`src/verilog/peak_pkg.sv`:
```
`default_nettype none

package peak_pkg;

    ////////////////////
    // widths and frame geometry
    ////////////////////

    localparam int FLOAT_W       = 32;
    localparam int EXP_W         = 8;   // ieee single exponent
    localparam int MAN_W         = 23;  // ieee single mantissa
    localparam int POS_W         = 8;
    localparam int FILTER_POINTS = 128; // bins per frame
    localparam int NUM_PEAKS     = 3;

    ////////////////////
    // shared types
    ////////////////////

    typedef logic [FLOAT_W-1:0] float_t;
    typedef logic [POS_W-1:0]   pos_t;

    // one magnitude with its bin
    typedef struct packed {
        float_t mag;
        pos_t   pos;
    } sample_t;

    // band window for one ranked peak
    typedef struct packed {
        pos_t start_pos;
        pos_t end_pos;
        logic error;     // window runs past a frame edge
    } window_t;

    // index 0 holds the largest peak
    typedef window_t [NUM_PEAKS-1:0] window_array_t;
    typedef sample_t [NUM_PEAKS-1:0] slot_array_t;

endpackage

`default_nettype wire

```
`src/verilog/float_compare.sv`:
```
`default_nettype none

module float_compare
    import peak_pkg::*;
(
    input  float_t a,
    input  float_t b,
    output logic   greater,
    output logic   equal
);

    logic             a_sign;
    logic             b_sign;
    logic [EXP_W-1:0] a_exp;
    logic [EXP_W-1:0] b_exp;
    logic [MAN_W-1:0] a_man;
    logic [MAN_W-1:0] b_man;
    logic             both_zero;
    logic             mag_gt;
    logic             mag_lt;

    assign a_sign = a[FLOAT_W-1];
    assign b_sign = b[FLOAT_W-1];
    assign a_exp  = a[FLOAT_W-2 -: EXP_W];
    assign b_exp  = b[FLOAT_W-2 -: EXP_W];
    assign a_man  = a[MAN_W-1:0];
    assign b_man  = b[MAN_W-1:0];

    // +0 and -0 are the same value
    assign both_zero = (a[FLOAT_W-2:0] == '0) && (b[FLOAT_W-2:0] == '0);

    // exponent first, mantissa breaks the tie
    assign mag_gt = (a_exp > b_exp) || ((a_exp == b_exp) && (a_man > b_man));
    assign mag_lt = (a_exp < b_exp) || ((a_exp == b_exp) && (a_man < b_man));

    always_comb
    begin
        if (both_zero)
        begin
            greater = 1'b0;
        end
        else if (a_sign != b_sign)
        begin
            greater = !a_sign; // positive side wins
        end
        else if (a_sign)
        begin
            greater = mag_lt;  // both negative, order flips
        end
        else
        begin
            greater = mag_gt;
        end
    end

    assign equal = both_zero || (a == b);

endmodule

`default_nettype wire

```
`src/verilog/local_peak_detect.sv`:
```
`default_nettype none

module local_peak_detect
    import peak_pkg::*;
(
    input  logic    clk,
    input  logic    rst_n,
    input  sample_t sample,
    input  logic    sample_en,
    input  logic    frame_done,
    output sample_t peak,
    output logic    peak_en
);

    // how many samples of the current frame sit in the window
    typedef enum logic [1:0] {
        FILL_EMPTY,
        FILL_ONE,
        FILL_FULL
    } fill_state_t;

    fill_state_t fill_q;
    sample_t     prev_q;      // sample k-1
    sample_t     mid_q;       // sample k, the candidate
    logic        mid_gt_prev;
    logic        mid_gt_next;
    logic        is_peak;

    ////////////////////
    // neighbour compares
    ////////////////////

    float_compare i_cmp_prev (
        .a       (mid_q.mag),
        .b       (prev_q.mag),
        .greater (mid_gt_prev),
        .equal   ()
    );

    float_compare i_cmp_next (
        .a       (mid_q.mag),
        .b       (sample.mag),  // incoming k+1
        .greater (mid_gt_next),
        .equal   ()
    );

    // strictly above both sides, plateaus never qualify
    assign is_peak = sample_en && (fill_q == FILL_FULL) && mid_gt_prev && mid_gt_next;

    ////////////////////
    // window control
    ////////////////////

    always_ff @(posedge clk or negedge rst_n)
    begin
        if (!rst_n)
        begin
            fill_q  <= FILL_EMPTY;
            peak_en <= 1'b0;
        end
        else
        begin
            peak_en <= is_peak;
            if (frame_done)
            begin
                fill_q <= FILL_EMPTY; // next frame starts clean
            end
            else if (sample_en)
            begin
                case (fill_q)
                    FILL_EMPTY: fill_q <= FILL_ONE;
                    FILL_ONE:   fill_q <= FILL_FULL;
                    default:    fill_q <= FILL_FULL;
                endcase
            end
        end
    end

    // sample shift and peak capture
    always_ff @(posedge clk)
    begin
        if (sample_en)
        begin
            prev_q <= mid_q;
            mid_q  <= sample;
        end
        if (is_peak)
        begin
            peak <= mid_q;
        end
    end

endmodule

`default_nettype wire

```
`src/verilog/top3_peak_sort.sv`:
```
`default_nettype none

module top3_peak_sort
    import peak_pkg::*;
(
    input  logic        clk,
    input  logic        rst_n,
    input  sample_t     peak,
    input  logic        peak_en,
    input  logic        frame_done,
    output slot_array_t slots
);

    slot_array_t            slots_q;
    slot_array_t            slots_next;
    logic [NUM_PEAKS-1:0]   peak_gt;     // new peak beats slot i
    logic [NUM_PEAKS-1:1]   shift_down;  // slot i takes slot i-1

    ////////////////////
    // insertion network
    ////////////////////

    // slots stay ordered so the first hit from the top is the insert point
    for (genvar g = 0; g < NUM_PEAKS; g++)
    begin : g_slot
        float_compare i_cmp (
            .a       (peak.mag),
            .b       (slots_q[g].mag),
            .greater (peak_gt[g]),
            .equal   ()
        );

        if (g == 0)
        begin : g_top
            assign slots_next[g] = peak_gt[g] ? peak : slots_q[g];
        end
        else
        begin : g_lower
            // inserted somewhere above, so this slot moves down one
            assign shift_down[g] = |peak_gt[g-1:0];
            assign slots_next[g] = shift_down[g] ? slots_q[g-1] :
                                   peak_gt[g]    ? peak         :
                                                   slots_q[g];
        end
    end

    ////////////////////
    // slot registers
    ////////////////////

    always_ff @(posedge clk or negedge rst_n)
    begin
        if (!rst_n)
        begin
            slots_q <= '0;
        end
        else if (frame_done)
        begin
            slots_q <= '0; // wins over a peak in the same cycle
        end
        else if (peak_en)
        begin
            slots_q <= slots_next;
        end
    end

    // equal values never displace, so older peaks stay above
    assign slots = slots_q;

endmodule

`default_nettype wire

```
`src/verilog/band_window_gen.sv`:
```
`default_nettype none

module band_window_gen
    import peak_pkg::*;
(
    input  logic          clk,
    input  logic          rst_n,
    input  slot_array_t   slots,
    input  pos_t          band_width,
    input  logic          frame_done,
    output window_array_t windows,
    output logic          window_en
);

    window_array_t win_next;

    ////////////////////
    // per-slot window math
    ////////////////////

    for (genvar g = 0; g < NUM_PEAKS; g++)
    begin : g_win
        pos_t           p;
        logic [POS_W:0] room;   // bins left up to the frame end

        assign p    = slots[g].pos;
        assign room = (POS_W+1)'(FILTER_POINTS) - {1'b0, p};

        // clip at bin 0
        assign win_next[g].start_pos = (p > band_width) ? p - band_width : '0;
        assign win_next[g].end_pos   = p + band_width; // wraps mod 256

        assign win_next[g].error = ({1'b0, p} < {1'b0, band_width})
                                 || (room < {1'b0, band_width});
    end

    ////////////////////
    // output registers
    ////////////////////

    always_ff @(posedge clk or negedge rst_n)
    begin
        if (!rst_n)
        begin
            windows   <= '0;
            window_en <= 1'b0;
        end
        else
        begin
            window_en <= frame_done;   // one cycle after finish
            if (frame_done)
            begin
                windows <= win_next;   // held until the next frame ends
            end
        end
    end

endmodule

`default_nettype wire

```
`src/verilog/spectrum_peak_finder.sv`:
```
`default_nettype none

module spectrum_peak_finder
    import peak_pkg::*;
(
    input  logic          clk,
    input  logic          rst_n,
    input  sample_t       sample,
    input  logic          sample_en,
    input  logic          frame_done,
    input  pos_t          band_width,
    output window_array_t windows,
    output logic          window_en
);

    sample_t     peak;
    logic        peak_en;
    slot_array_t slots;

    ////////////////////
    // detect -> rank -> window
    ////////////////////

    local_peak_detect i_detect (
        .clk        (clk),
        .rst_n      (rst_n),
        .sample     (sample),
        .sample_en  (sample_en),
        .frame_done (frame_done),
        .peak       (peak),
        .peak_en    (peak_en)
    );

    top3_peak_sort i_sort (
        .clk        (clk),
        .rst_n      (rst_n),
        .peak       (peak),
        .peak_en    (peak_en),
        .frame_done (frame_done),
        .slots      (slots)
    );

    // samples the slots before the sorter clears them
    band_window_gen i_window (
        .clk        (clk),
        .rst_n      (rst_n),
        .slots      (slots),
        .band_width (band_width),
        .frame_done (frame_done),
        .windows    (windows),
        .window_en  (window_en)
    );

endmodule

`default_nettype wire

```
`config.mk`:
```
export PLATFORM = sky130hd
export DESIGN_NAME = spectrum_peak_finder
export DESIGN_NICKNAME = d
export VERILOG_FILES = /design/src/verilog/peak_pkg.sv /design/src/verilog/float_compare.sv /design/src/verilog/local_peak_detect.sv /design/src/verilog/top3_peak_sort.sv /design/src/verilog/band_window_gen.sv /design/src/verilog/spectrum_peak_finder.sv
export SDC_FILE = /design/constraint.sdc
export NUM_CORES = 1
export LEC_CHECK = 0
export ABC_CLOCK_PERIOD_IN_PS = 6340
export BUFFER_PORTS_ARGS = -buffer_cell sky130_fd_sc_hd__buf_2
export CAP_MARGIN = 20
export CORE_MARGIN = 2
export CORE_UTILIZATION = 50
export DETAILED_ROUTE_END_ITERATION = 16
export PLACE_DENSITY = 0.71
export SLEW_MARGIN = 20
export SYNTH_ARGS = -nofsm -noshare
export SYNTH_HDL_FRONTEND = slang
export SYNTH_HIERARCHICAL = 1
export SYNTH_SLANG_ARGS = --single-unit
```
`constraint.sdc`:
```
create_clock -name clk -period 6.34 [get_ports clk]
set_input_delay 0.634 -clock clk [delete_from_list [all_inputs] [get_ports clk]]
set_output_delay 0.634 -clock clk [all_outputs]
set_load 0.005 [all_outputs]
```
==> metrics.log <==
INFO  metric final.setup_skew = 0.02779 ns
INFO  metric total_congestion_overflow_after_global_routing = 0
INFO  metric post_route_cells_drive_above_1_share = 11.66%
INFO  metric cts_resized = 0
INFO  metric diodes = 0
INFO  metric gpl.final_weighted_congestion = 0.9425
INFO  metric setup_violations = 0
INFO  metric synthesis.yosys.warnings = 6
INFO  metric netSwitchingFraction = 25.57%
INFO  metric internal_power = 3.198 mW
INFO  metric synth_nets = around 2000
INFO  metric tritoncts = yes
INFO  metric clkTransAtPathRegs = 0.06 ns
INFO  metric multi_input_comb_area = 9607 sq um
INFO  metric finalWorstPathRequiredPeriod = 4.431 ns
INFO  metric clk_root_buf = sky130_fd_sc_hd__clkbuf_16
INFO  metric cts_htree_levels = 2
INFO  metric drt_first_pass_iters = 5
INFO  metric post_dp_cell_area = 19350 sq um
INFO  metric timing_worst_setup_path_type = reg2reg
INFO  metric io-pin-count = 104
INFO  metric post_cts_buffers = 0
INFO  metric cpMaxStageDelayCell = sky130_fd_sc_hd__a21oi_4
INFO  metric final.period_utilization = 69.89%
INFO  metric final_net_count = roughly 2100
INFO  metric path_cells = ha_1, nand4_1, or3_1, nor4b_1, a2111o_1, o21ai_4, buf_12, or2_4, a21oi_4, mux2_2
INFO  metric fillers = 3080
INFO  metric critical_path.n_buffers_inverters = 1
INFO  metric power.leakage = between 8 and 9 nW
INFO  metric power_per_cell_area = 210.9 nW/um^2
INFO  metric regToRegStartpoint = i_detect/peak[38]$_DFFE_PP_
INFO  metric detailedRoute.firstIterationViolations = 1327
INFO  metric worst_tran_pin_value = 1.065 ns
INFO  metric crit_path_end_kind = flip-flop
INFO  metric grt_pass1_wl = 81450 um
INFO  metric clkPwrFrac = 42.6%
INFO  metric crit_path_max_incr_delay = roughly 0.83 ns
INFO  metric final_max_slew_viol_count = 0
INFO  metric cp-start-kind = flip-flop
INFO  metric timing.fmax = about 0.23 GHz
INFO  metric flow.area_growth_from_synthesis = 10.30%
INFO  metric crit_fanout = 85
INFO  metric power.share.sequential = 48.2%
INFO  metric cts-hold-fix-buffers = 0
INFO  metric synth_area_per_cell = 10.57 sq um
INFO  metric vdd_drop_max = ~0.23 mV
INFO  metric hpwl = 37080 um
INFO  metric port-buffer-count = 103
INFO  metric postRouteAntennaNets = 0
INFO  metric number_of_sinks_on_the_clock_net = between 200 and 300
INFO  metric setup_total_negative_slack = 0 ns
INFO  metric crit_arrival = 4.84 ns
INFO  metric detail_route.vias_per_cell = 6.336
INFO  metric vias = 14700
INFO  metric cts_buffers = 34
INFO  metric holdCritPathClass = in2async
INFO  metric total_drc_errors_in_the_routed_layout = 0
INFO  metric placementRows = 70
INFO  metric p_comb_share = 9.2%
INFO  metric routed_wirelength = 50590 um
INFO  metric worst_skew_pair.late_latency = about 0.55 ns
INFO  metric largest_net_degree_at_the_start_of_global_routing = 86
INFO  metric die_area = slightly below 40000 sq um
INFO  metric clock_tree.buffer_depth = 3
INFO  metric switchingPower = 1.099 mW
INFO  metric vias_in_the_first_global_route = 14860
INFO  metric initial_utilization = 50.57%
INFO  metric utilization = 55.78%
INFO  metric chipHeight = slightly below 200 um
INFO  metric postSynthCellCount = 1747
INFO  metric slew_headroom = 28.83%
INFO  metric postLayoutCellArea = 20370 sq um
INFO  metric post_drt_wl_per_cell = between 20 and 25 um
INFO  metric grt_antenna_before_repair = 0
INFO  metric synthesis.area = 18470 sq um
INFO  metric hold_viol_final = 0
INFO  metric timing.critical_path.max_delay_family = simple AND/OR/NAND/NOR gates
INFO  metric register_area = between 7000 and 8000 sq um
INFO  metric outcome = completed
INFO  metric cp-startpoint = i_detect/peak[38]$_DFFE_PP_
INFO  metric placeableCoreArea = 36520 sq um
INFO  metric worst-endpoint-required = just under 7 ns
INFO  metric chipWidth = 196.2 um
INFO  metric drv.max_cap_violation_count = 0
INFO  metric grt_setup_unrepaired = false
INFO  metric global_router_s_overall_resource_usage = 26.82%
## power groups by stage
stage / clock, mW / combinational (mW) / sequential [mW]
CTS: 1.87 / 0.395 / 2.07
finish: 1.83 / 0.394 / 2.07
detailed placement: 0 / 0.392 / 2.11
floorplan: 0 / 0.244 / 2.08
global placement: 0 / 0.375 / 2.10
global route: 1.94 / 0.443 / 2.08
## metrics by stage
stage | cells | setup slack (ns) | hold WS (ns) | power, mW
after global routing | 2320 | 1.634 | 0.05493 | 4.458
after global placement | 2261 | 2.069 | 0.4064 | 2.478
after floorplan | 1747 | 1.975 | 0.3384 | 2.321
final | 2320 | 1.909 | 0.01672 | 4.296
after detailed placement | 2261 | 1.983 | 0.4170 | 2.498
after CTS | 2320 | 1.961 | 0.03446 | 4.336
## worst reg2reg max path: cells and delay by family, from the launching register on
family | cells | cell delay [ns]
fa+ha+maj | 1 | 0.40
buf+inv | 1 | 0.25
simple gates | 4 | 1.48
flops | 1 | 0.55
compound gates | 3 | 1.19
mux | 1 | 0.44
## per-layer routing
metal	vias up	global-route usage [%]	part of all wire (%)
li1	6732	-	-
met1	7246	36.23	43
met2	566	42.35	45
met3	156	5.450	7.4
met4	0	10.94	4.0
met5	-	0	0
## sequential cells by signal, indices dropped and copies added (netlist names)
register / cells
i_detect/mid_q: 40
i_window/windows: 51
i_window/window_en: 1
i_detect/peak: 40
i_detect/fill_q: 2
i_detect/peak_en: 1
i_detect/prev_q: 32
i_sort/slots: 120
## placed cells by master (no fill, tap or decap), drive strengths merged, types with 7 or more instances in the layout
master,instances
o211ai,16
and2,8
mux2,7
o21bai,9
a21oi,95
buf,119
nor2b,19
clkbuf,44
o2bb2ai,80
inv,204
nor3,16
a31oi,50
nand2,50
nor4,89
o32ai,7
o21ai,42
dfrtp,175
xor2,17
ha,224
a22o,53
nand4,51
mux2i,42
clkinv,14
nand3,18
a21o,27
o21a,61
nor2,71
xnor2,25
nand2b,17
edfxtp,112
or3,12
## cell type report
cell class | instances | area share, %
multi-input cells | 1184 | 47.16
flip-flops and latches | 287 | 38.01
clock buffers | 44 | 4.612
inverters | 203 | 3.740
repair buffers | 119 | 3.212
well taps | 468 | 2.874
clock inverters | 15 | 0.3992
## path summary, 6_finish.rpt
kind / slack (ns) / end / cells after the start
max: 1.91 / i_sort/slots[72]$_DFFE_PN0P_ / 10
min: 0.02 / i_window/windows[23]$_DFFE_PN0P_ / 1
max reg2reg: 1.91 / i_sort/slots[72]$_DFFE_PN0P_ / 10
min reg2reg: 0.43 / i_detect/peak[4]$_DFFE_PP_ / 0
max in group asynchronous: 5.06 / i_sort/slots[20]$_DFFE_PN0P_ / 2
min in group clk: 0.27 / i_detect/mid_q[5]$_DFFE_PP_ / 1
Power figures use the tool's default switching activity.
